--- src/br_cfg.svh ---
/* Branch unit configuration
   Data width, ID tag width and misaligned-target exception enable */

`ifndef BR_CFG_SVH
`define BR_CFG_SVH

// Data and PC width
`define BR_XLEN 32

// Instruction ID tag width
`define BR_ID_W 4

// Misaligned-target exception
// 1 builds the exception logic, 0 ties the exception port off
`define BR_MISALIGN_EXC 1'b1

// Width of the pre-computed PC offset
`define BR_OFS_W 21

`endif
--- src/br_pkg.sv ---
/* Branch unit types
   Opcode and function encodings, pipeline packets and result records */

`default_nettype none

`include "br_cfg.svh"

package br_pkg;

    ////////////////////////////////////////
    // Encodings

    // Major opcodes handled by the unit
    typedef enum logic [6:0] {
        BRANCH = 7'b1100011,
        JAL    = 7'b1101111,
        JALR   = 7'b1100111
    } opcode_t;

    // Conditional branch fn3
    typedef enum logic [2:0] {
        BEQ  = 3'b000,
        BNE  = 3'b001,
        BLT  = 3'b100,
        BGE  = 3'b101,
        BLTU = 3'b110,
        BGEU = 3'b111
    } br_fn3_t;

    // Only the misaligned fetch code is raised here
    typedef enum logic [4:0] {
        INST_ADDR_MISALIGNED = 5'd0
    } exc_code_t;

    ////////////////////////////////////////
    // Common fields

    typedef logic [`BR_XLEN-1:0] addr_t;
    typedef logic [`BR_ID_W-1:0] id_t;

    // Base instruction layout, R-type field positions
    typedef struct packed {
        logic [6:0] fn7;
        logic [4:0] rs2_addr;
        logic [4:0] rs1_addr;
        logic [2:0] fn3;
        logic [4:0] rd_addr;
        logic [6:0] opcode;
    } rv_instr_t;

    ////////////////////////////////////////
    // Pipeline packets

    // Word and PC seen at decode
    typedef struct packed {
        logic [31:0] instruction;
        addr_t       pc;
    } decode_pkt_t;

    // Fields travelling with the issuing branch
    typedef struct packed {
        addr_t   pc;
        br_fn3_t fn3;
        addr_t   rs1;
        addr_t   rs2;
        addr_t   fall_pc;   // pc + 4 from the ALU
        id_t     id;
    } issue_pkt_t;

    // Decode-side record handed to execute
    typedef struct packed {
        logic signed [`BR_OFS_W-1:0] offset;
        logic is_jalr;
        logic is_jump;
        logic use_signed;
        logic is_call;
        logic is_return;
        logic spare;
    } br_pre_t;

    // Outcome for the predictor and return-address stack
    typedef struct packed {
        logic  valid;
        id_t   id;
        addr_t pc;
        addr_t target_pc;
        logic  taken;
        logic  is_branch;
        logic  is_call;
        logic  is_return;
    } br_result_t;

    // Exception report
    typedef struct packed {
        logic      valid;
        exc_code_t code;
        addr_t     tval;
        addr_t     pc;
    } br_exc_t;

endpackage

`default_nettype wire

--- src/branch_subsys_top.sv ---
/* Branch subsystem top
   Decode and execute halves joined by the pre-computed branch record */

`timescale 1ns/100ps
`default_nettype none

module branch_subsys_top (
    input  wire logic                clk,
    input  wire logic                rst,

    // Decode side
    input  wire br_pkg::decode_pkt_t decode,
    input  wire logic                decode_advance,
    output logic                     unit_needed,
    output logic [1:0]               uses_rs,
    output logic                     uses_rd,

    // Issue side
    input  wire br_pkg::issue_pkt_t  issue,
    input  wire logic                new_request,
    input  wire logic                issue_valid,

    // Outcome
    output br_pkg::br_result_t       br_results,
    output logic                     flush,
    output br_pkg::br_exc_t          exc
);
    import br_pkg::*;

    // Record for the instruction that issues next
    br_pre_t pre;

    ////////////////////////////////////////
    // Decode half

    branch_decode u_decode (
        .clk            (clk),
        .rst            (rst),
        .decode         (decode),
        .decode_advance (decode_advance),
        .unit_needed    (unit_needed),
        .uses_rs        (uses_rs),
        .uses_rd        (uses_rd),
        .pre            (pre)
    );

    ////////////////////////////////////////
    // Execute half

    branch_unit u_unit (
        .clk         (clk),
        .rst         (rst),
        .pre         (pre),
        .issue       (issue),
        .new_request (new_request),
        .issue_valid (issue_valid),
        .br_results  (br_results),
        .flush       (flush),
        .exc         (exc)
    );

endmodule

`default_nettype wire

--- src/branch_unit.sv ---
/* Branch execute
   Compares operands, resolves target, reports outcome, flush and misaligned fetch */

`timescale 1ns/100ps
`default_nettype none

`include "br_cfg.svh"

module branch_unit (
    input  wire logic                clk,
    input  wire logic                rst,
    input  wire br_pkg::br_pre_t     pre,
    input  wire br_pkg::issue_pkt_t  issue,
    input  wire logic                new_request,
    input  wire logic                issue_valid,
    output br_pkg::br_result_t       br_results,
    output logic                     flush,
    output br_pkg::br_exc_t          exc
);
    import br_pkg::*;

    // Operands with one extra sign bit
    logic [`BR_XLEN:0] rs1_x;
    logic [`BR_XLEN:0] rs2_x;
    logic ops_eq;
    logic ops_lt;
    logic cmp_hit;
    logic taken;

    // Target path
    logic [`BR_XLEN-1:0] base;
    logic [`BR_XLEN-1:0] ofs_x;
    logic [`BR_XLEN-1:0] sum;
    logic [`BR_XLEN-1:0] jump_pc;
    logic [`BR_XLEN-1:0] new_pc;

    // Registered outcome
    logic                taken_r;
    logic [`BR_XLEN-1:0] target_r;
    logic [`BR_XLEN-1:0] pc_r;
    id_t                 id_r;
    logic                is_jump_r;
    logic                is_call_r;
    logic                is_return_r;

    logic pending;
    logic completing;
    logic exc_fire;

    ////////////////////////////////////////
    // Comparison

    // Unsigned kinds see a zero top bit
    assign rs1_x = {issue.rs1[`BR_XLEN-1] & pre.use_signed, issue.rs1};
    assign rs2_x = {issue.rs2[`BR_XLEN-1] & pre.use_signed, issue.rs2};

    assign ops_eq = (rs1_x == rs2_x);
    assign ops_lt = ($signed(rs1_x) < $signed(rs2_x));

    // fn3[2] picks less-than, fn3[0] negates
    assign cmp_hit = (issue.fn3[2] ? ops_lt : ops_eq) ^ issue.fn3[0];

    // Jumps always redirect
    assign taken = cmp_hit | pre.is_jump;

    ////////////////////////////////////////
    // Target calculation

    assign base  = pre.is_jalr ? issue.rs1 : issue.pc;
    assign ofs_x = {{(`BR_XLEN-`BR_OFS_W){pre.offset[`BR_OFS_W-1]}}, pre.offset};
    assign sum   = base + ofs_x;

    // JALR drops bit 0 of the sum
    assign jump_pc = {sum[`BR_XLEN-1:1], sum[0] & ~pre.is_jalr};

    // Not taken falls through
    assign new_pc = taken ? jump_pc : issue.fall_pc;

    ////////////////////////////////////////
    // Outcome registers

    always_ff @(posedge clk) begin
        if (new_request) begin
            taken_r     <= taken;
            target_r    <= new_pc;
            pc_r        <= issue.pc;
            id_r        <= issue.id;
            is_jump_r   <= pre.is_jump;
            is_call_r   <= pre.is_call;
            is_return_r <= pre.is_return;
        end
    end

    // Held until the next instruction shows up at issue
    // A request in the completing cycle wins over the clear
    always_ff @(posedge clk) begin
        if (rst) begin
            pending <= 1'b0;
        end else if (new_request) begin
            pending <= 1'b1;
        end else if (issue_valid | exc_fire) begin
            pending <= 1'b0;
        end
    end

    assign completing = pending & issue_valid;

    ////////////////////////////////////////
    // Result and flush

    always_comb begin
        br_results.valid     = completing;
        br_results.id        = id_r;
        br_results.pc        = pc_r;
        br_results.target_pc = target_r;
        br_results.taken     = taken_r;
        br_results.is_branch = ~is_jump_r;
        br_results.is_call   = is_call_r;
        br_results.is_return = is_return_r;
    end

    // Redirect when the follower is not at the resolved target
    assign flush = completing &
                   (issue.pc[`BR_XLEN-1:1] != target_r[`BR_XLEN-1:1]);

    ////////////////////////////////////////
    // Misaligned target

    generate
        if (`BR_MISALIGN_EXC) begin : g_misalign_exc
            // Fires the cycle after a taken request off a word boundary
            always_ff @(posedge clk) begin
                if (rst) begin
                    exc_fire <= 1'b0;
                end else begin
                    exc_fire <= new_request & taken & jump_pc[1];
                end
            end

            always_comb begin
                exc.valid = exc_fire;
                exc.code  = INST_ADDR_MISALIGNED;
                exc.tval  = target_r;
                exc.pc    = pc_r;
            end
        end else begin : g_no_exc
            assign exc_fire = 1'b0;

            // Port tied off
            always_comb begin
                exc.valid = 1'b0;
                exc.code  = INST_ADDR_MISALIGNED;
                exc.tval  = '0;
                exc.pc    = '0;
            end
        end
    endgenerate

endmodule

`default_nettype wire

--- src/branch_decode.sv ---
/* Branch decode
   Classifies branch, JAL and JALR words and prepares offset and call/return flags */

`timescale 1ns/100ps
`default_nettype none

`include "br_cfg.svh"

module branch_decode (
    input  wire logic                 clk,
    input  wire logic                 rst,
    input  wire br_pkg::decode_pkt_t  decode,
    input  wire logic                 decode_advance,
    output logic                      unit_needed,
    output logic [1:0]                uses_rs,
    output logic                      uses_rd,
    output br_pkg::br_pre_t           pre
);
    import br_pkg::*;

    rv_instr_t instr;

    logic is_cond;
    logic is_jal;
    logic is_jalr;

    logic [19:0] jal_imm;
    logic [11:0] jalr_imm;
    logic [11:0] br_imm;
    logic signed [`BR_OFS_W-1:0] offset;

    logic rs1_link;
    logic rd_link;
    logic call_d;
    logic return_d;

    ////////////////////////////////////////
    // Classification

    assign instr = rv_instr_t'(decode.instruction);

    // fn3 010 and 011 are not branches
    assign is_cond = (instr.opcode == BRANCH) &&
                     (instr.fn3 inside {BEQ, BNE, BLT, BGE, BLTU, BGEU});
    assign is_jal  = (instr.opcode == JAL);
    assign is_jalr = (instr.opcode == JALR) && (instr.fn3 == 3'b000);

    assign unit_needed = is_cond | is_jal | is_jalr;

    // Bit 0 rs1, bit 1 rs2
    assign uses_rs = {is_cond, is_cond | is_jalr};

    // Link writes go through the ALU
    assign uses_rd = 1'b0;

    ////////////////////////////////////////
    // Offset extraction

    // J-type, bit 0 implied zero
    assign jal_imm = {decode.instruction[31], decode.instruction[19:12],
                      decode.instruction[20], decode.instruction[30:21]};

    // I-type
    assign jalr_imm = decode.instruction[31:20];

    // B-type, bit 0 implied zero
    assign br_imm = {decode.instruction[31], decode.instruction[7],
                     decode.instruction[30:25], decode.instruction[11:8]};

    always_comb begin
        if (is_jal) begin
            offset = {jal_imm, 1'b0};
        end else if (is_jalr) begin
            offset = {{(`BR_OFS_W-12){jalr_imm[11]}}, jalr_imm};
        end else begin
            offset = {{(`BR_OFS_W-13){br_imm[11]}}, br_imm, 1'b0};
        end
    end

    ////////////////////////////////////////
    // Call and return hints

    assign rs1_link = instr.rs1_addr inside {5'd1, 5'd5};
    assign rd_link  = instr.rd_addr inside {5'd1, 5'd5};

    // Any jump writing a link register
    assign call_d = (is_jal | is_jalr) & rd_link;

    // Pop unless rd pushes the same link register back
    assign return_d = is_jalr & rs1_link &
                      (~rd_link | (instr.rs1_addr != instr.rd_addr));

    ////////////////////////////////////////
    // Handoff to execute

    // Kind flags
    always_ff @(posedge clk) begin
        if (rst) begin
            pre.is_jalr   <= 1'b0;
            pre.is_jump   <= 1'b0;
            pre.is_call   <= 1'b0;
            pre.is_return <= 1'b0;
        end else if (decode_advance) begin
            pre.is_jalr   <= is_jalr;
            pre.is_jump   <= is_jal | is_jalr;
            pre.is_call   <= call_d;
            pre.is_return <= return_d;
        end
    end

    // Operand data for the issuing instruction
    always_ff @(posedge clk) begin
        if (decode_advance) begin
            pre.offset     <= offset;
            pre.use_signed <= !(instr.fn3 inside {BLTU, BGEU});
            pre.spare      <= 1'b0;
        end
    end

endmodule

`default_nettype wire

--- config.mk ---
export PLATFORM = sky130hd
export DESIGN_NAME = branch_subsys_top
export DESIGN_NICKNAME = d
export VERILOG_FILES = /design/src/br_pkg.sv /design/src/branch_subsys_top.sv /design/src/branch_unit.sv /design/src/branch_decode.sv
export VERILOG_INCLUDE_DIRS = /design/src
export SDC_FILE = /design/constraint.sdc
export NUM_CORES = 1
export LEC_CHECK = 0
export ABC_AREA = 1
export ABC_CLOCK_PERIOD_IN_PS = 3700
export BUFFER_PORTS_ARGS = -buffer_cell sky130_fd_sc_hd__buf_2
export CORE_AREA = 2 2 135 137
export DETAILED_ROUTE_END_ITERATION = 16
export DIE_AREA = 0 0 137 139
export MAX_ROUTING_LAYER = met4
export PLACE_DENSITY = 0.75
export REMOVE_ABC_BUFFERS = 1
export SYNTH_ARGS = -nofsm -noshare
export SYNTH_HDL_FRONTEND = slang
export SYNTH_HIERARCHICAL = 1
export SYNTH_SLANG_ARGS = --single-unit
--- constraint.sdc ---
create_clock -name clk -period 3.7 [get_ports clk]
set_input_delay 0.185 -clock clk [delete_from_list [all_inputs] [get_ports clk]]
set_output_delay 0.185 -clock clk [all_outputs]
set_load 0.05 [all_outputs]
==> results of run 1 <==
-- area by class of cell --
type                    count  area (um^2)
flip-flops and latches    100         2940
clock inverters             5         43.8
well taps                 229          287
clock buffers              11          243
multi-input cells         646         3970
repair buffers            328         1710
diodes                      1         2.50
fillers                  1650         7990
inverters                 127          477
-- worst max-delay path, cell delays in order, from the launching register on --
cell	delay [ps]
sky130_fd_sc_hd__dfxtp_2	440
sky130_fd_sc_hd__buf_4	270
sky130_fd_sc_hd__mux2_2	380
sky130_fd_sc_hd__ha_1	340
sky130_fd_sc_hd__a21oi_1	220
sky130_fd_sc_hd__o21ai_0	120
sky130_fd_sc_hd__o21bai_1	190
sky130_fd_sc_hd__a21oi_1	370
sky130_fd_sc_hd__o21ai_0	240
sky130_fd_sc_hd__xor2_1	200
sky130_fd_sc_hd__nand2_2	80
sky130_fd_sc_hd__nand2_1	50
-- state kept, by name, summed over array words and instances (netlist names) --
signal	count
u_unit/pc_r	32
u_unit/target_r	32
u_decode/pre	26
u_unit/id_r	4
u_unit/exc_fire	1
u_unit/is_call_r	1
u_unit/is_jump_r	1
u_unit/is_return_r	1
u_unit/pending	1
u_unit/taken_r	1
-- routing by layer --
| metal | vias up | track usage, % | routed length, um |
|---|---|---|---|
| met5 | - | - | 0 |
| met1 | 3353 | 32.2 | 10500 |
| li1 | 3644 | - | - |
| met4 | 0 | 7.27 | 416 |
| met3 | 24 | 3.00 | 1380 |
| met2 | 270 | 40.0 | 11200 |
-- report_power, final --
part | internal, mW | leakage (nW) | total [mW] | switching [mW]
sequential | 1.37 | 0.975 | 1.45 | 0.0804
clock | 0.484 | 0.134 | 0.944 | 0.460
combinational | 0.456 | 3.76 | 1.60 | 1.14
-- layout by cell type (no fill, tap or decap), drive strengths merged, types with 2 or more instances in the layout --
master / n
clkbuf: 11
o21ai: 38
ha: 63
buf: 318
clkinv: 2
xnor2: 31
edfxtp: 94
o21a: 3
conb: 6
a21o: 6
nor3: 8
xor2: 25
a211oi: 2
inv: 128
clkinvlp: 2
dlygate4sd3: 10
o211ai: 3
nand4: 47
nor4: 5
nand3: 31
a21oi: 56
or2: 3
mux2: 25
nand2: 218
dfxtp: 6
o21bai: 3
nor2: 67
-- path summary, 6_finish.rpt --
check             startpoint                  end  slack, ps  cells past startpoint
max          u_decode/pre[5]  u_unit/target_r[30]        540                     11
min               issue[124]      u_unit/pc_r[21]         10                      1
max reg2reg  u_decode/pre[5]  u_unit/target_r[30]        540                     11
min reg2reg  u_decode/pre[2]     u_unit/is_call_r        430                      0
-- what timing repair did --
item | in CTS | in global routing
endpoints found under the setup margin | 0 | 0
hold buffers | 10 | 0
endpoints found under the hold margin | 10 | 0
resized for setup | 0 | 0
-- per-stage QoR --
stage               total power, mW  hold WS [ps]  area [um^2]
floorplan                      2.59           247         7380
global placement               3.04           362         9280
detailed placement             3.06           363         9280
CTS                            4.01          2.09         9670
global route                   4.19          3.56         9670
finish                         3.99          13.9         9670
==> results by stage, run 1 <==
Power and ir drop:
- The leakage power figure is 4.87 nW.
- The power density relative to cell area is between 400 and 500 nW/um^2.
- The worst vdd rail ir drop is between 0.0002 and 0.0003 V.

Global route:
- The largest net degree at the start of global routing is between 70 and 80.
- The total routing resource utilization after global routing is ~25%.
- The first-pass GRT wire length is between 30000 and 40000 um.
- The initial antenna violation count is 1.
- The via count of the first global-routing pass is between 6000 and 7000.
- The total congestion overflow is 0.

Worst setup path:
- The required arrival time at the worst endpoint is 3810 ps.
- The worst setup path is captured at a register.
- The startpoint class of the critical path is a register.
- In this run the worst path has a maximum fanout of 13.
- The worst setup path is of the register to register kind.
- The critical path arrival is 3270 ps.

Detailed routing:
- In this run the remaining antenna-violating nets after routing total 0.
- In this run, the number of DRC markers left after iteration 0 of detailed routing was 357.
- For this block, the routed nets add up to between 20000 and 25000 um of wire.
- The routed via count divided by cell count is 5.04.
- The average wire per cell in the routed design is roughly 16 um.
- The number of remaining DRC errors is 0.
- The first detailed-routing pass ran for 4 iterations.
- The number of vias in the routed layout is 7291.

Placement:
- During placement, the flow inserted port buffers numbering 312.
- Prior to clock tree synthesis, the placed netlist has a worst setup slack of 578 ps.
- The number of instances in the placed design is 1420.
- The congestion estimate from routability-driven global placement came to 0.929.
- Detailed placement finished with a half-perimeter wire length of about 19000 um.

Timing:
- The final period demand of the worst path is 3160 ps.
- Once routing completed, OpenROAD measured the worst setup slack at about 540 ps.
- The slew at the pin closest to its max-slew limit is ~1000 ps.
- The max-slew violation count is 0.
- The timing-limited maximum frequency is 316 MHz.
- The count of final hold-check violations is 0.
- The clock arrives with around 13 ps of skew.
- The total negative setup slack is 0 ps.
- The number of setup violations in the final report is 0.
- The ratio of final minimum period to clock period is between 80 and 90%.
- Setup repair after global routing left no endpoint under its margin.
- The worst pin sits at a relative slew slack of 30.6%.

Die:
- The die covers 19000 um^2.
- The core region is roughly 18000 um^2.
- The die width is 137 um.
- The floorplan step set the die height to 139 um.
- During I/O placement, the number of pins put on the boundary was 352.
- The starting density of the core is 45.5%.
- The number of placement rows is 49.

Yosys:
- In this run the cell area of the synthesized design comes to 8030 um^2.
- The mean area per synthesized cell is 8.36 um^2.
- Synthesis handed over a netlist of 961 instances.
- The Yosys warning count is 6.

Final layout:
- The net count of the finished layout is 1480.
- The post-synthesis to final-layout area growth is 20.4%.
- Once layout is complete, the utilization of the core stands at 54.8%.
- Of the cells placed in the final design, the portion with a size suffix greater than 1 is 32.3%.
- The count of placed standard cells in the final layout, fillers left out is approximately 1400.

Hold path:
- The worst min-delay path class is input pin to register.

Clock tree:
- The longest clock path from root to sink contains 2 buffers.
- The number of sinks handled by clock tree synthesis is 100.
- The number of setup buffers added after CTS is 0.
- Clock-pin slew was measured on the worst setup and hold paths at ~70 ps.
- For the worst-skew pair, the clock arrives at the later sink with an insertion delay of 360 ps.
- The CTS root buffer is sky130_fd_sc_hd__clkbuf_16.
- TritonCTS built the clock tree.
- The maximum level of the CTS H-tree is 3.
- In this run, CTS created clock tree buffers numbering 9.

Flow run:
- The number of max-capacitance violations reported is 0.

Run status:
- The flow ran to the end, and the final reports show no timing, DRC or antenna violations.
(Power assumes the default switching activity.)
==> run 2: changes to the inputs <==
==> constraint.sdc (replaced) <==
create_clock -name clk -period 3.7 [get_ports clk]
set_input_delay 0.74 -clock clk [delete_from_list [all_inputs] [get_ports clk]]
set_output_delay 0.74 -clock clk [all_outputs]
set_load 0.05 [all_outputs]
==> results by stage, run 2 (synthesized netlist as in run 1, its figures left out) <==
Clock tree:
- TritonCTS built the clock tree.
- The worst-skew pair later-pin latency came to 360 ps (about the same).
- The post-cts hold buffer count is 0 (-10).
- The clock edge transition at the registers on the reported setup and hold paths is 80 ps (about the same).
- The post-CTS repair timing setup buffer count came to 0 (unchanged).
- The number of buffers inserted during clock tree synthesis was 9 (unchanged).
- The number of sinks handled by clock tree synthesis is 100 (unchanged).
- CTS placed an instance of sky130_fd_sc_hd__clkbuf_16 at the clock tree root.
- The maximum count of clock buffers along a single path is 2 (unchanged).
- The maximum level of the CTS H-tree is 3 (unchanged).
- The post-CTS resize count is 0 (unchanged).

Power and ir drop:
- The switching share of power is 42.5% (+0.39 points).
- The share of total power in sequential cells was 36.3% (about the same).
- The net switching power figure is 1.70 mW (+0.91%).
- The total internal power is 2.29 mW (-0.68%).
- The power density relative to cell area came to 416 nW/um^2 (+0.79%).
- The worst vdd rail ir drop was 0.000241 V (-8.2%).
- The combinational power share is 39.8% (-0.2 points).
- The leakage power figure was 4.85 nW (-0.40%).
- The part of the power in the clock network is 23.9% (+0.3 points).

Worst setup path:
- The type of element capturing the critical path is a register.
- The worst reg-to-reg setup slack came to 580 ps (+40 ps).
- The required arrival time at the worst endpoint is 3820 ps (about the same).
- The maximum fanout along the worst path is 17 (+4).
- The kind of critical path is register to register.
- The critical path arrival is 3240 ps (-30 ps).
- The startpoint class of the critical path is a register.

Timing:
- The total negative setup slack is 0 ps (unchanged).
- The ratio of final minimum period to clock period was 84.3% (-1.1 points).
- The largest clock skew in the final design is 12.4 ps (-0.985 ps).
- Setup repair after global routing left no endpoint under its margin.
- The slew at the pin closest to its max-slew limit is 1020 ps (-22.2 ps).
- The timing-limited maximum frequency is 321 MHz (+1.4%).
- The count of final hold-check violations came to 0 (unchanged).
- The final period demand of the worst path came to 3120 ps (-42.4 ps).
- The number of setup violations in the final report came to 0 (unchanged).
- The remaining max-slew budget at the tightest pin is 32.1% (+1.5 points).
- The max-slew violation count is 0 (unchanged).

Final layout:
- Leaving out fill and tap cells, the most frequent cells in the layout are sky130_fd_sc_hd__buf_2 (311), sky130_fd_sc_hd__nand2_1 (204), sky130_fd_sc_hd__inv_1 (122), sky130_fd_sc_hd__edfxtp_1 (94).
- The largest registers in the layout are u_unit/pc_r x32, u_unit/target_r x32, u_decode/pre x26.
- From synthesis to final layout, the design area changed by 19.4%.
- The count of placed standard cells in the final layout, fillers left out came to 1440 (-0.48%).
- The multi-input combinational cell area is 3970 um^2 (unchanged).
- The leading cell type in the layout, fill and taps excluded is sky130_fd_sc_hd__buf_2.
- The area taken by flip-flops and latches is 2940 um^2 (unchanged).
- The total number of nets in the final design is 1472 (-0.54%).
- The filler cell count came to 1697 (+2.8%).
- The proportion of layout cells with a drive suffix above 1 is 32.8% (+0.46 points).

Detailed routing:
- The routed via count divided by cell count is 4.99 (-0.99%).
- The average wire per cell in the routed design is 16.2 um (-0.41%).
- The number of vias in the routed layout is 7184 (-1.5%).
- The routed wire length is 23300 um (-0.89%).
- The number of nets with antenna violations after routing is 0 (unchanged).
- The number of iterations in the first detailed-routing pass was 5 (+1).
- The DRC marker count from the first detailed-route iteration is 380 (+6.4%).
- The number of remaining DRC errors was 0 (unchanged).

Global route:
- The first-pass GRT wire length was 35600 um (+1.7%).
- The total congestion overflow is 0 (unchanged).
- The largest net degree at the start of global routing came to 75 (unchanged).
- The via count of the first global-routing pass is 6907 (+1.5%).
- The total routing resource utilization after global routing is 24.8% (+0.19 points).
- The initial antenna violation count came to 2 (+1).

Die:
- The starting density of the core is 45.5% (unchanged).
- The die height is 139 um (unchanged).
- The die width is 137 um (unchanged).
- The core region area came to 17700 um^2 (unchanged).
- The number of placement rows is 49 (unchanged).
- The boundary pin count is 352 (unchanged).
- The area of the die is 19000 um^2 (unchanged).

Placement:
- The count of port buffers added during placement is 312 (unchanged).
- The weighted congestion at the end of routability-driven global placement is 0.902 (-2.8%).
- The number of instances in the placed design is 1422 (+0.14%).
- The sum of net half-perimeters after detailed placement came to 18900 um (+0.67%).

Flow run:
- The number of max-capacitance violations reported is 0 (unchanged).

Run status:
- The flow ran to the end, and the final reports show no timing, DRC or antenna violations.

Hold path:
- The min-delay analysis places its worst path in the category register to register.
-- run 2: metrics by stage --
step,instance area [um^2],utilization [%],worst slack (ps),hold WS [ps],total power [mW]
global route,9590,54.3,312,446,4.19
detailed placement,9300,52.7,356,428,3.06
CTS,9590,54.3,569,438,4.02
floorplan,7380,-,499,409,2.59
finish,9590,54.3,582,435,3.99
global placement,9300,52.7,419,411,3.04
-- run 2: critical path: stages (launching register included) --
cell	delay (ps)
sky130_fd_sc_hd__dfxtp_2	400
sky130_fd_sc_hd__buf_4	270
sky130_fd_sc_hd__mux2_2	370
sky130_fd_sc_hd__ha_1	330
sky130_fd_sc_hd__a21oi_1	190
sky130_fd_sc_hd__o21ai_0	130
sky130_fd_sc_hd__nand2_1	80
sky130_fd_sc_hd__nand3_1	140
sky130_fd_sc_hd__a21oi_1	260
sky130_fd_sc_hd__inv_1	130
sky130_fd_sc_hd__nand2_1	70
sky130_fd_sc_hd__nand2_1	80
sky130_fd_sc_hd__nand2_1	120
sky130_fd_sc_hd__nand2_1	60
sky130_fd_sc_hd__nand2_1	50
sky130_fd_sc_hd__nand2_1	60
sky130_fd_sc_hd__nand2_1	80
sky130_fd_sc_hd__nand2_1	60
-- run 2: cell type report --
class / count / area share [%]
multi-input cells: 646 / 41.3
flip-flops and latches: 100 / 30.7
repair buffers: 320 / 16.9
inverters: 127 / 4.97
well taps: 229 / 2.99
clock buffers: 9 / 2.35
clock inverters: 7 / 0.704
diodes: 2 / 0.0522
-- run 2: final timing paths --
kind	from	end	cells after the start
worst max-delay path	u_decode/pre[5]	u_unit/target_r[25]	17
worst min-delay path	u_decode/pre[2]	u_unit/is_call_r	0
worst min register to register	u_decode/pre[2]	u_unit/is_call_r	0
worst max register to register	u_decode/pre[5]	u_unit/target_r[25]	17
-- run 2: power groups by stage --
stage                     logic, mW  clock network [mW]  registers, mW
after floorplan               0.588                   0           2.00
after global placement         1.57                   0           1.47
after detailed placement       1.58                   0           1.48
after CTS                      1.59               0.978           1.45
after global routing           1.72                1.01           1.46
final                          1.59               0.954           1.45
-- run 2: metal layers --
layer / track usage (%) / wire length, um / vias up / share of wire [%]
met2: 40.7 / 11400 / 269 / 49
met5: - / 0 / - / 0
met1: 32.0 / 10100 / 3260 / 43
met4: 7.16 / 368 / 0 / 1.6
li1: - / - / 3633 / -
met3: 3.14 / 1490 / 22 / 6.4
==> run 3: changes to the inputs <==
Settings changed: ABC_CLOCK_PERIOD_IN_PS 3700 to 2600, CORE_AREA 2 2 135 137 to unset, CORE_MARGIN set to 1.5, CORE_UTILIZATION set to 44, DIE_AREA 0 0 137 139 to unset.
Clock period 3.7 ns to 2.6 ns, I/O delays scaled along.
==> results by stage, run 3 (synthesized netlist as in run 1, its figures left out) <==
Run status:
- The flow ran to the end, but the final reports show violations.
- The checks that failed: negative setup slack.

Detailed routing:
- The number of iterations in the first detailed-routing pass came to 5 (unchanged).
- The number of remaining DRC errors is 0 (unchanged).
- The number of vias in the routed layout is 7948 (+11%).
- The average wire per cell in the routed design came to 15.9 um (-1.5%).
- The DRC marker count from the first detailed-route iteration is 459 (+21%).
- The number of nets with antenna violations after routing was 0 (unchanged).
- The routed via count divided by cell count is 5.02 (+0.64%).
- The routed wire length was 25200 um (+8.3%).

Worst setup path:
- The maximum fanout along the worst path is 4 (-13).
- By startpoint and endpoint, the worst setup path is classified as register to register.
- The number of cell instances on the worst register-to-register path is 13 (-4).
- The type of element capturing the critical path is a register.
- The required arrival time at the worst endpoint is 2700 ps (-1120 ps).
- The critical path arrival was 2760 ps (-480 ps).
- The startpoint class of the critical path is a register.

Final layout:
- The total number of nets in the final design is 1616 (+9.8%).
- The largest registers in the layout are u_unit/pc_r x32, u_unit/target_r x32, u_decode/pre x26.
- From synthesis to final layout, the design area changed by 42.8%.
- The final instance area is 11500 um^2 (+20%).
- The filler cell count is 1487 (-12%).
- The count of placed standard cells in the final layout, fillers left out is 1583 (+9.9%).
- The proportion of layout cells with a drive suffix above 1 is 49.0% (+16 points).
- The leading cell type in the layout, fill and taps excluded is sky130_fd_sc_hd__buf_2.
- The top cell types in the final layout, fill and taps aside, are sky130_fd_sc_hd__buf_2 (311), sky130_fd_sc_hd__nand2_1 (182), sky130_fd_sc_hd__buf_4 (141), sky130_fd_sc_hd__inv_1 (116), sky130_fd_sc_hd__edfxtp_1 (94).

Global route:
- The total congestion overflow was 0 (unchanged).
- The largest net degree at the start of global routing came to 75 (unchanged).
- The initial antenna violation count came to 1 (-1).
- The first-pass GRT wire length came to 38900 um (+9.3%).
- The total routing resource utilization after global routing came to 26.5% (+1.7 points).
- The via count of the first global-routing pass was 7646 (+11%).

Timing:
- The ratio of final minimum period to clock period is 102% (+18 points).
- Setup repair after global routing could not meet its margin everywhere.
- The final period demand of the worst path is 2660 ps (-462 ps).
- The timing-limited maximum frequency is 377 MHz (+17%).
- The number of setup violations in the final report is 8 (+8).
- The worst hold margin is 330 ps (-105 ps).
- The max-slew violation count is 0 (unchanged).
- The worst setup slack after layout is -55.2 ps (-638 ps).
- The largest clock skew in the final design is 15.2 ps (+2.83 ps).
- The count of final hold-check violations is 0 (unchanged).

Die:
- The core region area is 17900 um^2 (+1.4%).
- The die width is 138 um (+0.81%).
- The number of placement rows came to 49 (unchanged).
- The die height is 138 um (-0.64%).
- The area of the die is 19100 um^2 (+0.17%).
- The starting density of the core came to 44.9% (-0.62 points).
- The boundary pin count is 352 (unchanged).

Clock tree:
- The maximum count of clock buffers along a single path was 2 (unchanged).
- The number of buffers inserted during clock tree synthesis is 9 (unchanged).
- The post-cts hold buffer count was 0 (unchanged).
- The number of sinks handled by clock tree synthesis is 100 (unchanged).
- The worst-skew pair later-pin latency is 360 ps (about the same).
- In this run the clock root is driven by a sky130_fd_sc_hd__clkbuf_16.
- The clock edge transition at the registers on the reported setup and hold paths is 80 ps (about the same).
- The clock tree from TritonCTS is built.
- The maximum level of the CTS H-tree was 3 (unchanged).

Hold path:
- In this run the worst hold path is classified as input pin to register.
- The worst hold path depth is 1 (+1).

Flow run:
- The number of max-capacitance violations reported is 0 (unchanged).

Power and ir drop:
- The power density relative to cell area was 547 nW/um^2 (+31%).
- The worst vdd rail ir drop was 0.000344 V (+43%).
- The final total power is 6.28 mW (+57%).
- The leakage power figure was 5.66 nW (+17%).

Placement:
- The number of instances in the placed design is 1554 (+9.3%).
- The worst slack at placement is -280 ps (-635 ps).
- The placed standard-cell area is 10300 um^2 (+11%).
- The sum of net half-perimeters after detailed placement was 19500 um (+3.2%).
- The count of port buffers added during placement is 312 (unchanged).
- The weighted congestion at the end of routability-driven global placement is 0.962 (+6.6%).
## run 3: cell count changes in the layout (fill, tap and decap cells not counted), sizes merged
cell and delta:
clkinv -3, buf +144, diode -1, clkbuf +1, inv +2
## run 3: final cells by class
cell class                 count  area (um^2)  area share [%]
sequential                   100         2950            25.7
clock inverter                 6         62.6           0.545
inverter                     127          477            4.16
antenna                        1         2.50          0.0218
timing repair buffer         464         2800            24.4
multi-input combinational    646         4670            40.7
clock buffer                  10          229            2.00
tap                          229          287            2.50
## run 3: path summary, 6_finish.rpt
check | startpoint | end | slack (ps)
worst max-delay path | u_decode/pre[5] | u_unit/target_r[19] | -60
worst min-delay path | decode[59] | u_decode/pre[13] | 330
worst max register to register | u_decode/pre[5] | u_unit/target_r[19] | -60
worst min register to register | u_decode/pre[2] | u_unit/is_call_r | 440
## run 3: repair_timing
action	CTS	global route
pin swaps	36	16
gates cloned	1	0
endpoints found under the setup margin	19	32
gates resized for setup	108	64
buffers inserted	8	4
## run 3: power breakdown
| part | switching [mW] | internal (mW) | total (mW) |
|---|---|---|---|
| clock network | 0.672 | 0.685 | 1.36 |
| logic | 1.82 | 1.03 | 2.85 |
| registers | 0.117 | 1.95 | 2.07 |
## run 3: worst max-delay path, stage by stage (launching register included)
cell and delay (ps):
sky130_fd_sc_hd__dfxtp_4 410, sky130_fd_sc_hd__buf_12 120, sky130_fd_sc_hd__buf_8 100, sky130_fd_sc_hd__mux2_4 310
sky130_fd_sc_hd__ha_4 320, sky130_fd_sc_hd__nand2_2 90, sky130_fd_sc_hd__buf_4 140, sky130_fd_sc_hd__nor2_2 90
sky130_fd_sc_hd__buf_4 130, sky130_fd_sc_hd__a21oi_1 70, sky130_fd_sc_hd__o211ai_1 310, sky130_fd_sc_hd__xor2_1 140
sky130_fd_sc_hd__nand2_1 90, sky130_fd_sc_hd__nand2_1 60
## run 3: metal layers
metal  track usage, %  up-vias  routed length, um
li1                 -     3913                  -
met1             33.9     3676              10800
met2             44.4      328              12300
met3             2.98       31               1550
met4             7.87        0                527
met5                -        -                  0
## run 3: through the flow
stage / util [%] / TNS [ps]
floorplan: - / -10990
global placement: 57.7 / -5330
detailed placement: 57.7 / -6930
CTS: 62.6 / -166
global route: 64.1 / -1380
finish: 64.1 / -308
